[src/l1_trigger_config.svh]
`ifndef L1_TRIGGER_CONFIG_SVH
`define L1_TRIGGER_CONFIG_SVH

// Array sizes
`define L1_NCHAN            8
`define L1_NBEAMS           2

// Datapath widths
`define L1_SAMPLE_W         12
`define L1_THRESH_W         18
`define L1_COUNT_W          16

// Servo period in wbclk cycles, short for simulation
`define L1_TRIGGER_CLOCKS   64

// Values loaded at reset
`define L1_DEFAULT_THRESH   600
`define L1_DEFAULT_TARGET   8   // Triggers per period
`define L1_DEFAULT_MARGIN   2   // Plus or minus on target
`define L1_DEFAULT_DELTA    50  // Threshold step per period

// Longest channel delay of any beam, in cycles
`define L1_MAX_DELAY        3

`endif

[src/l1_trigger_pkg.sv]
`include "l1_trigger_config.svh"

package l1_trigger_pkg;

    // One channel sample, two's complement
    typedef logic signed [`L1_SAMPLE_W-1:0] sample_t;

    // Sum of all channels, grows by log2 of the channel count
    typedef logic signed [`L1_SAMPLE_W+$clog2(`L1_NCHAN)-1:0] beam_sum_t;

    // Threshold on the beam sum magnitude
    typedef logic [`L1_THRESH_W-1:0] thresh_t;

    // Triggers seen in one servo period
    typedef logic [`L1_COUNT_W-1:0] trig_count_t;

    typedef logic [`L1_NBEAMS-1:0] beam_vec_t;  // One bit per beam

    // Channel delays in cycles, one row per beam
    // Beam 0 looks straight up, beam 1 steers across the array
    localparam int unsigned BEAM_DELAY [`L1_NBEAMS][`L1_NCHAN] = '{
        '{0, 0, 0, 0, 0, 0, 0, 0},
        '{0, 0, 1, 1, 2, 2, 3, 3}
    };

endpackage

[src/l1_regmap_pkg.sv]
package l1_regmap_pkg;

    typedef logic [21:0] wb_addr_t;
    typedef logic [31:0] wb_data_t;

    // Word index, address bits 5 to 2
    typedef logic [3:0] reg_offset_t;

    localparam int REG_OFFSET_LSB = 2;

    // Control, bit 0 enable, bit 1 restart
    localparam reg_offset_t REG_CTRL    = 4'd0;

    // Servo settings
    localparam reg_offset_t REG_TARGET  = 4'd1;
    localparam reg_offset_t REG_MARGIN  = 4'd2;
    localparam reg_offset_t REG_DELTA   = 4'd3;

    // Per-beam thresholds, writable only with the servo off
    localparam reg_offset_t REG_THRESH0 = 4'd4;
    localparam reg_offset_t REG_THRESH1 = 4'd5;

    // Last completed period, read only
    localparam reg_offset_t REG_COUNT0  = 4'd6;
    localparam reg_offset_t REG_COUNT1  = 4'd7;

    localparam int CTRL_ENABLE_BIT  = 0;
    localparam int CTRL_RESTART_BIT = 1;

endpackage

[src/servo_cfg_if.sv]
`include "l1_trigger_config.svh"

interface servo_cfg_if;
    import l1_trigger_pkg::*;

    logic        enable;        // Servo running
    logic        restart;       // One-cycle pulse
    trig_count_t target;
    trig_count_t margin;
    thresh_t     delta;
    beam_vec_t   thresh_wr;     // Per-beam write strobe
    thresh_t     thresh_wdata;

    thresh_t     thresh [`L1_NBEAMS];  // Live thresholds
    trig_count_t count  [`L1_NBEAMS];  // Last completed period

    modport regs (
        output enable, restart, target, margin, delta,
        output thresh_wr, thresh_wdata,
        input  thresh, count
    );

    modport servo (
        input  enable, restart, target, margin, delta,
        input  thresh_wr, thresh_wdata,
        output thresh, count
    );

endinterface

[src/l1_wb_regs.sv]
`include "l1_trigger_config.svh"

module l1_wb_regs (
    input  logic                    wbclk,
    input  logic                    reset_delay,
    input  logic                    wb_cyc_i,
    input  logic                    wb_stb_i,
    input  logic                    wb_we_i,
    input  l1_regmap_pkg::wb_addr_t wb_adr_i,
    input  l1_regmap_pkg::wb_data_t wb_dat_i,
    output logic                    wb_ack_o,
    output l1_regmap_pkg::wb_data_t wb_dat_o,
    servo_cfg_if.regs               cfg
);
    import l1_regmap_pkg::*;
    import l1_trigger_pkg::*;

    logic        ack_q;
    logic        access;      // Active cycle not yet acked
    logic        wr_en;
    reg_offset_t offset;
    wb_data_t    rd_data;
    wb_data_t    dat_q;

    logic        enable_q;
    logic        restart_q;
    trig_count_t target_q;
    trig_count_t margin_q;
    thresh_t     delta_q;

    assign offset = wb_adr_i[REG_OFFSET_LSB +: $bits(reg_offset_t)];
    assign access = wb_cyc_i && wb_stb_i && !ack_q;
    assign wr_en  = access && wb_we_i;

    always_ff @(posedge wbclk) begin
        if (!reset_delay) begin
            ack_q     <= 1'b0;
            enable_q  <= 1'b0;
            restart_q <= 1'b0;
            target_q  <= trig_count_t'(`L1_DEFAULT_TARGET);
            margin_q  <= trig_count_t'(`L1_DEFAULT_MARGIN);
            delta_q   <= thresh_t'(`L1_DEFAULT_DELTA);
        end else begin
            ack_q     <= access;
            restart_q <= 1'b0;  // Pulse lasts one cycle
            if (wr_en) begin
                case (offset)
                    REG_CTRL: begin
                        enable_q  <= wb_dat_i[CTRL_ENABLE_BIT];
                        restart_q <= wb_dat_i[CTRL_RESTART_BIT];
                    end
                    REG_TARGET: target_q <= trig_count_t'(wb_dat_i);
                    REG_MARGIN: margin_q <= trig_count_t'(wb_dat_i);
                    REG_DELTA:  delta_q  <= thresh_t'(wb_dat_i);
                    default: ;  // Thresholds go to the servo, counts are read only
                endcase
            end
        end
    end

    // Threshold strobes land at the ack edge, servo decides if they stick
    always_comb begin
        cfg.thresh_wr    = '0;
        cfg.thresh_wdata = thresh_t'(wb_dat_i);
        if (wr_en) begin
            cfg.thresh_wr[0] = (offset == REG_THRESH0);
            cfg.thresh_wr[1] = (offset == REG_THRESH1);
        end
    end

    always_comb begin
        case (offset)
            REG_CTRL:    rd_data = wb_data_t'(enable_q);  // Restart reads 0
            REG_TARGET:  rd_data = wb_data_t'(target_q);
            REG_MARGIN:  rd_data = wb_data_t'(margin_q);
            REG_DELTA:   rd_data = wb_data_t'(delta_q);
            REG_THRESH0: rd_data = wb_data_t'(cfg.thresh[0]);
            REG_THRESH1: rd_data = wb_data_t'(cfg.thresh[1]);
            REG_COUNT0:  rd_data = wb_data_t'(cfg.count[0]);
            REG_COUNT1:  rd_data = wb_data_t'(cfg.count[1]);
            default:     rd_data = '0;
        endcase
    end

    // Read data held for the ack cycle
    always_ff @(posedge wbclk) begin
        if (access) begin
            dat_q <= rd_data;
        end
    end

    assign wb_ack_o = ack_q;
    assign wb_dat_o = dat_q;

    assign cfg.enable  = enable_q;
    assign cfg.restart = restart_q;
    assign cfg.target  = target_q;
    assign cfg.margin  = margin_q;
    assign cfg.delta   = delta_q;

endmodule

[src/l1_beam_trigger.sv]
`include "l1_trigger_config.svh"

module l1_beam_trigger (
    input  logic                      wbclk,
    input  logic                      reset_delay,
    input  l1_trigger_pkg::sample_t   samples_i [`L1_NCHAN],
    input  l1_trigger_pkg::thresh_t   thresh_i  [`L1_NBEAMS],
    output l1_trigger_pkg::beam_vec_t trigger_o
);
    import l1_trigger_pkg::*;

    localparam int SUM_W = $bits(beam_sum_t);

    // Tap 0 is the input register, tap d holds the sample from d cycles earlier
    sample_t          sample_line_q [`L1_NCHAN][`L1_MAX_DELAY+1];
    beam_sum_t        beam_sum_d    [`L1_NBEAMS];
    beam_sum_t        beam_sum_q    [`L1_NBEAMS];
    logic [SUM_W-1:0] beam_mag      [`L1_NBEAMS];
    beam_vec_t        trig_q;

    // Cleared so the first taps after reset read zero
    always_ff @(posedge wbclk) begin
        if (!reset_delay) begin
            for (int c = 0; c < `L1_NCHAN; c++) begin
                for (int d = 0; d <= `L1_MAX_DELAY; d++) begin
                    sample_line_q[c][d] <= '0;
                end
            end
        end else begin
            for (int c = 0; c < `L1_NCHAN; c++) begin
                sample_line_q[c][0] <= samples_i[c];
                for (int d = 1; d <= `L1_MAX_DELAY; d++) begin
                    sample_line_q[c][d] <= sample_line_q[c][d-1];
                end
            end
        end
    end

    // Delay and sum, one tap per channel picked by the beam table
    always_comb begin
        for (int b = 0; b < `L1_NBEAMS; b++) begin
            beam_sum_d[b] = '0;
            for (int c = 0; c < `L1_NCHAN; c++) begin
                beam_sum_d[b] = beam_sum_d[b]
                              + beam_sum_t'(sample_line_q[c][BEAM_DELAY[b][c]]);
            end
        end
    end

    always_ff @(posedge wbclk) begin
        beam_sum_q <= beam_sum_d;
    end

    // Full negative scale still fits as unsigned
    always_comb begin
        for (int b = 0; b < `L1_NBEAMS; b++) begin
            beam_mag[b] = beam_sum_q[b][SUM_W-1] ? -beam_sum_q[b] : beam_sum_q[b];
        end
    end

    always_ff @(posedge wbclk) begin
        if (!reset_delay) begin
            trig_q <= '0;
        end else begin
            for (int b = 0; b < `L1_NBEAMS; b++) begin
                trig_q[b] <= (thresh_t'(beam_mag[b]) > thresh_i[b]);
            end
        end
    end

    assign trigger_o = trig_q;

endmodule

[src/l1_threshold_servo.sv]
`include "l1_trigger_config.svh"

module l1_threshold_servo (
    input  logic                      wbclk,
    input  logic                      reset_delay,
    input  l1_trigger_pkg::beam_vec_t trigger_i,
    servo_cfg_if.servo                cfg
);
    import l1_trigger_pkg::*;

    localparam int TIMER_W = $clog2(`L1_TRIGGER_CLOCKS);
    localparam int COUNT_W = $bits(trig_count_t);
    localparam int THRESH_W = $bits(thresh_t);

    logic [TIMER_W-1:0]  timer_q;
    logic                period_end;
    trig_count_t         counter_q   [`L1_NBEAMS];
    trig_count_t         counter_nxt [`L1_NBEAMS];  // Includes this cycle's trigger
    trig_count_t         count_q     [`L1_NBEAMS];
    thresh_t             thresh_q    [`L1_NBEAMS];
    logic [THRESH_W:0]   thresh_up   [`L1_NBEAMS];  // One extra bit for overflow
    logic [COUNT_W:0]    upper_lim;
    trig_count_t         lower_lim;

    assign period_end = (timer_q == TIMER_W'(`L1_TRIGGER_CLOCKS - 1));

    assign upper_lim = {1'b0, cfg.target} + {1'b0, cfg.margin};
    assign lower_lim = (cfg.target >= cfg.margin) ? cfg.target - cfg.margin : '0;

    always_comb begin
        for (int b = 0; b < `L1_NBEAMS; b++) begin
            // Saturate instead of wrapping
            counter_nxt[b] = (counter_q[b] == '1) ? counter_q[b]
                                                  : counter_q[b] + trigger_i[b];
            thresh_up[b]   = {1'b0, thresh_q[b]} + {1'b0, cfg.delta};
        end
    end

    // Period timer and trigger counters
    always_ff @(posedge wbclk) begin
        if (!reset_delay || cfg.restart) begin
            timer_q <= '0;
            for (int b = 0; b < `L1_NBEAMS; b++) begin
                counter_q[b] <= '0;
                count_q[b]   <= '0;
            end
        end else begin
            timer_q <= period_end ? '0 : timer_q + 1'b1;
            for (int b = 0; b < `L1_NBEAMS; b++) begin
                if (period_end) begin
                    count_q[b]   <= counter_nxt[b];
                    counter_q[b] <= '0;
                end else begin
                    counter_q[b] <= counter_nxt[b];
                end
            end
        end
    end

    // Thresholds, bus loads only while stopped, steps only while running
    always_ff @(posedge wbclk) begin
        if (!reset_delay) begin
            for (int b = 0; b < `L1_NBEAMS; b++) begin
                thresh_q[b] <= thresh_t'(`L1_DEFAULT_THRESH);
            end
        end else begin
            for (int b = 0; b < `L1_NBEAMS; b++) begin
                if (!cfg.enable && cfg.thresh_wr[b]) begin
                    thresh_q[b] <= cfg.thresh_wdata;
                end else if (cfg.enable && period_end && !cfg.restart) begin
                    if ({1'b0, counter_nxt[b]} > upper_lim) begin
                        thresh_q[b] <= thresh_up[b][THRESH_W] ? '1
                                                              : thresh_up[b][THRESH_W-1:0];
                    end else if (counter_nxt[b] < lower_lim && thresh_q[b] >= cfg.delta) begin
                        thresh_q[b] <= thresh_q[b] - cfg.delta;
                    end
                end
            end
        end
    end

    assign cfg.thresh = thresh_q;
    assign cfg.count  = count_q;

endmodule

[src/l1_trigger_top.sv]
`include "l1_trigger_config.svh"

module l1_trigger_top (
    input  logic                      wbclk,
    input  logic                      reset_delay,

    // Wishbone register port
    input  logic                      wb_cyc_i,
    input  logic                      wb_stb_i,
    input  logic                      wb_we_i,
    input  l1_regmap_pkg::wb_addr_t   wb_adr_i,
    input  l1_regmap_pkg::wb_data_t   wb_dat_i,
    output logic                      wb_ack_o,
    output l1_regmap_pkg::wb_data_t   wb_dat_o,

    // One sample per channel every clock
    input  l1_trigger_pkg::sample_t   samples_i [`L1_NCHAN],
    output l1_trigger_pkg::beam_vec_t trigger_o
);
    import l1_trigger_pkg::*;

    beam_vec_t beam_trig;

    servo_cfg_if cfg_if ();

    l1_wb_regs u_wb_regs (
        .wbclk       (wbclk),
        .reset_delay (reset_delay),
        .wb_cyc_i    (wb_cyc_i),
        .wb_stb_i    (wb_stb_i),
        .wb_we_i     (wb_we_i),
        .wb_adr_i    (wb_adr_i),
        .wb_dat_i    (wb_dat_i),
        .wb_ack_o    (wb_ack_o),
        .wb_dat_o    (wb_dat_o),
        .cfg         (cfg_if.regs)
    );

    l1_beam_trigger u_beam_trigger (
        .wbclk       (wbclk),
        .reset_delay (reset_delay),
        .samples_i   (samples_i),
        .thresh_i    (cfg_if.thresh),  // Live servo thresholds
        .trigger_o   (beam_trig)
    );

    l1_threshold_servo u_threshold_servo (
        .wbclk       (wbclk),
        .reset_delay (reset_delay),
        .trigger_i   (beam_trig),
        .cfg         (cfg_if.servo)
    );

    assign trigger_o = beam_trig;

endmodule

[config.mk]
export PLATFORM = sky130hd
export DESIGN_NAME = l1_trigger_top
export DESIGN_NICKNAME = d
export VERILOG_FILES = /design/src/l1_trigger_pkg.sv /design/src/l1_regmap_pkg.sv /design/src/servo_cfg_if.sv /design/src/l1_wb_regs.sv /design/src/l1_beam_trigger.sv /design/src/l1_threshold_servo.sv /design/src/l1_trigger_top.sv
export VERILOG_INCLUDE_DIRS = /design/src
export SDC_FILE = /design/constraint.sdc
export NUM_CORES = 1
export LEC_CHECK = 0
export BUFFER_PORTS_ARGS = -buffer_cell sky130_fd_sc_hd__buf_2
export CORE_ASPECT_RATIO = 2
export CORE_UTILIZATION = 35
export DETAILED_ROUTE_END_ITERATION = 8
export GPL_TIMING_DRIVEN = 0
export MAX_ROUTING_LAYER = met4
export RECOVER_POWER = 100
export SYNTH_ARGS = -nofsm -noshare
export SYNTH_HDL_FRONTEND = slang
export SYNTH_SLANG_ARGS = --single-unit
export TNS_END_PERCENT = 100
[constraint.sdc]
create_clock -name wbclk -period 6.8 [get_ports wbclk]
set_input_delay 1.36 -clock wbclk [delete_from_list [all_inputs] [get_ports wbclk]]
set_output_delay 1.36 -clock wbclk [all_outputs]
set_load 0.03 [all_outputs]
==> impl_metrics.yaml <==
timing:
  finalHoldViolCount: 0
  worst_pin_slew_ns: 2.75
  finalMaxSlewViolations: 25
  finalCritPeriodShare: 0.977
  timing.fmax_mhz: 151
  fin_skew_ns: 0.0648
  period_minus_slack_ns: 6.64
  setup_viol: 0
  fin_ws_ns: 0.156
  slew-limit-headroom: -0.842
clock_tree:
  insertion_delay_ns: 0.65
  cts-buffers-inserted: 42
  clk_path_buf_depth: 3
  root_buffer: "clkbuf_16"
  cts_tree: "built"
  path_clk_slew_ns: 0.07
  htree_levels: 2
  cts.sinks: 449
worst_setup_path:
  crit_fanout: 10
  critPathBufInv: 2
  reg2regPathDepth: 20
  r2r-start: "u_wb_regs.cfg.margin[1]$_SDFFE_PN1P_"
  required_ns: 7.35
  critPathLaunch: "u_wb_regs.cfg.margin[1]$_SDFFE_PN1P_"
  endpoint: "u_threshold_servo.cfg.thresh[10]$_SDFFE_PN0P_"
  slowest_stage: "clkbuf_1"
  cp_cell_sequence: "inv_1 -> ha_1 -> nor2b_1 -> o21ai_0 -> a21boi_0 -> o21ai_0 -> a21oi_1 -> o41ai_1 -> o41ai_1 -> o41ai_1 -> xnor2_1 -> nand2_1 -> ha_1 -> nand4_1 -> or2_2 -> nor4_1 -> o32a_2 -> clkbuf_1 -> nand4_1 -> o221ai_2"
  cp_num_cells: 20
  crit_path_start_kind: "flop"
  worstSetupEndpointType: "flop"
  crit_arrival_ns: 7.20
  path_delay_family: "compound AO/OA/AOI/OAI gates"
  critPathMaxStageDelay_ns: 0.75
  r2r_slack_ns: 0.16
  cp_common_cell: "o41ai_1"
  rr_endpoint: "u_threshold_servo.cfg.thresh[10]$_SDFFE_PN0P_"
  crit_type: "reg2reg"
drt:
  ant_nets: 0
  viasPerCell: 5.27
  firstDrtPassIters: 7
  drtIter0Drc: 1629
  vias: 23100
  wl_per_cell_um: 23.1
  drc: 0
  wirelength_um: 101000
cells_and_area:
  mostFrequentLayoutCells: "dfxtp_1 (399), inv_1 (355), ha_1 (268), nand2_1 (245), a21oi_1 (188)"
  final_util: 0.402
  drive_above_1_share: 0.0855
  final_common_cell: "dfxtp_1"
  nets: 3850
  fillCellCount: 7878
  ff_latch_area_um2: 9490
  multiInputGateArea_um2: 16600
  area_growth_pct: 13.4
die:
  die-area_um2: 80400
  coreArea_um2: 78200
  start_util: 0.355
  die-height_um: 400
  chipWidth_um: 201
  rows: 145
  pin_count: 190
run:
  cap_violations: 2
global_routing:
  grt_pass1_wl_um: 145000
  grt_remaining_overflow: 0
  antenna_found_initial: 2
  grt_usage: 0.257
  grt_pass1_vias: 23400
  grt_max_degree: 24
synthesis:
  netlist_top_cells_area: "dfxtp_1 (29%), ha_1 (12%), fa_1 (8.3%)"
  synthArstFlopShare: 0
  synth-main-ff-cell: "dfxtp_1"
  synth_top_area_frac: 0.288
  netlist_area_um2: 27700
  synth.avg_cell_area_um2: 9.00
  yosys.cell_types.count: 87
  synth-seq-cells: 449
  yosysSeqAreaShare: 0.342
  syn_inst: 3080
  synth_edf_count: 50
  synth_top_area_cell: "dfxtp_1"
  ys_warn_count: 0
power:
  p_leak_nw: 13.5
  ir_drop_mv: 0.253
  power.density_nw_per_um2: 268
placed_design:
  io_buffers: 142
  place_ws_ns: -0.476
  gp_congestion: 1.11
  hpwl_um: 82200
hold_path:
  hp-class: "reg2reg"
outcome:
  violations: "max-capacitance violations, max-slew violations"
  run_status: "finished, violations left"
[synthesized netlist by cell type (11+ instances only)]
cell type	n
o21ai_0	119
nor4_1	13
nor2_1	184
buf_4	18
o21a_1	16
o221ai_1	11
nand4_1	40
nand2_1	245
nand3_1	68
and2_1	233
nand2b_1	29
o211ai_1	18
a222oi_1	19
dfxtp_1	399
a211oi_1	14
o31ai_1	17
a21oi_1	191
nor3_1	43
o221a_2	11
and3_1	18
buf_2	12
o21bai_1	28
a221oi_1	25
inv_1	355
a22oi_1	32
nor2b_1	36
or3_1	12
o41ai_1	15
clkbuf_1	96
xnor2_1	104
a31oi_1	12
a21o_1	39
fa_1	115
edfxtp_1	50
xor2_1	43
ha_1	269
[how the worst min path moves through the flow]
stage | start | endpoint | slack, ns | cells after the start
final | u_beam_trigger.sample_line_q[1][34]$_SDFF_PN0_ | u_beam_trigger.sample_line_q[1][22]$_SDFF_PN0_ | 0.43 | 1
after global routing | u_beam_trigger.sample_line_q[1][34]$_SDFF_PN0_ | u_beam_trigger.sample_line_q[1][22]$_SDFF_PN0_ | 0.44 | 1
after CTS | u_beam_trigger.sample_line_q[1][34]$_SDFF_PN0_ | u_beam_trigger.sample_line_q[1][22]$_SDFF_PN0_ | 0.43 | 1
after detailed placement | u_beam_trigger.sample_line_q[1][34]$_SDFF_PN0_ | u_beam_trigger.sample_line_q[1][22]$_SDFF_PN0_ | 0.42 | 1
after global placement | u_beam_trigger.sample_line_q[1][157]$_SDFF_PN0_ | u_beam_trigger.sample_line_q[1][145]$_SDFF_PN0_ | 0.41 | 1
after floorplan | u_beam_trigger.sample_line_q[1][112]$_SDFF_PN0_ | u_beam_trigger.sample_line_q[1][100]$_SDFF_PN0_ | 0.41 | 1
[flip-flops by register name, indices dropped and copies added, names as in the netlist]
signal,cells
u_beam_trigger.trigger_o,2
u_beam_trigger.sample_line_q,240
u_wb_regs.cfg.enable,1
u_threshold_servo.timer_q,6
u_wb_regs.wb_ack_o,1
u_threshold_servo.cfg.count,32
u_wb_regs.cfg.margin,16
u_wb_regs.cfg.delta,18
u_threshold_servo.cfg.thresh,36
u_beam_trigger.beam_sum_q,30
u_wb_regs.wb_dat_o,18
u_threshold_servo.counter_q,32
u_wb_regs.cfg.target,16
u_wb_regs.cfg.restart,1
[metrics by stage]
step / hold slack (ns) / cells / TNS [ns] / area, µm² / power, mW
floorplan: 0.412 / 3124 / 0 / 27900 / 5.03
global placement: 0.413 / 4295 / -7.49 / 29900 / 5.87
detailed placement: 0.417 / 4295 / -4.61 / 29900 / 5.92
CTS: 0.428 / 4372 / 0 / 31400 / 8.46
global route: 0.438 / 4375 / -0.00817 / 31500 / 8.89
finish: 0.426 / 4375 / 0 / 31500 / 8.42
[logic make-up (layout without fill, tap and decap cells)]
logic type                 after synthesis  after routing  share of synthesized area
xor gates and xnor gates               147            147                     0.0464
and+or+nand+nor                        958            958                      0.175
adders and majority gates              384            384                      0.204
DFF                                    449            449                      0.342
other                                    2             48                   0.000271
muxes                                    5              5                    0.00185
AOI/OAI and AO/OA                      648            648                      0.160
buffers and inverters                  487            707                     0.0697
[metal layers]
metal	part of all wire	vias to the layer above	track usage
li1	-	10900	-
met1	0.32	10900	0.216
met2	0.52	868	0.475
met3	0.050	424	0.0412
met4	0.11	0	0.251
met5	0	-	-
[final cells by class]
type                    count  share of cell area
diodes                      2            0.000159
plain buffers             132              0.0192
flip-flops and latches    449               0.302
well taps                1029              0.0409
repair buffers            143              0.0219
clock inverters            24              0.0103
clock buffers              53              0.0360
multi-input cells        2188               0.527
inverters                 355              0.0424
[worst register-to-register path, delay by kind of cell, from the launching register on]
kind            cells  cell delay, ns
compound gates      9            2.69
fa+ha+maj           2            0.70
flops               1            0.43
simple gates        6            1.70
buf+inv             2            0.88
xor+xnor            1            0.17
[power breakdown]
group / internal (mW) / switching (mW) / leakage (nW)
sequential: 2.88 / 0.143 / 3.77
combinational: 1.18 / 1.66 / 8.98
clock: 1.40 / 1.15 / 0.701
total: 5.46 / 2.96 / 13.5
[what timing repair did]
action | CTS | global route
hold buffers | 0 | 0
gates cloned | 0 | 0
resized for setup | 5 | 19
setup endpoints to repair | 27 | 24
setup buffers | 0 | 1
pin swaps | 0 | 1
Note: power is estimated with default switching activity, not from simulation.
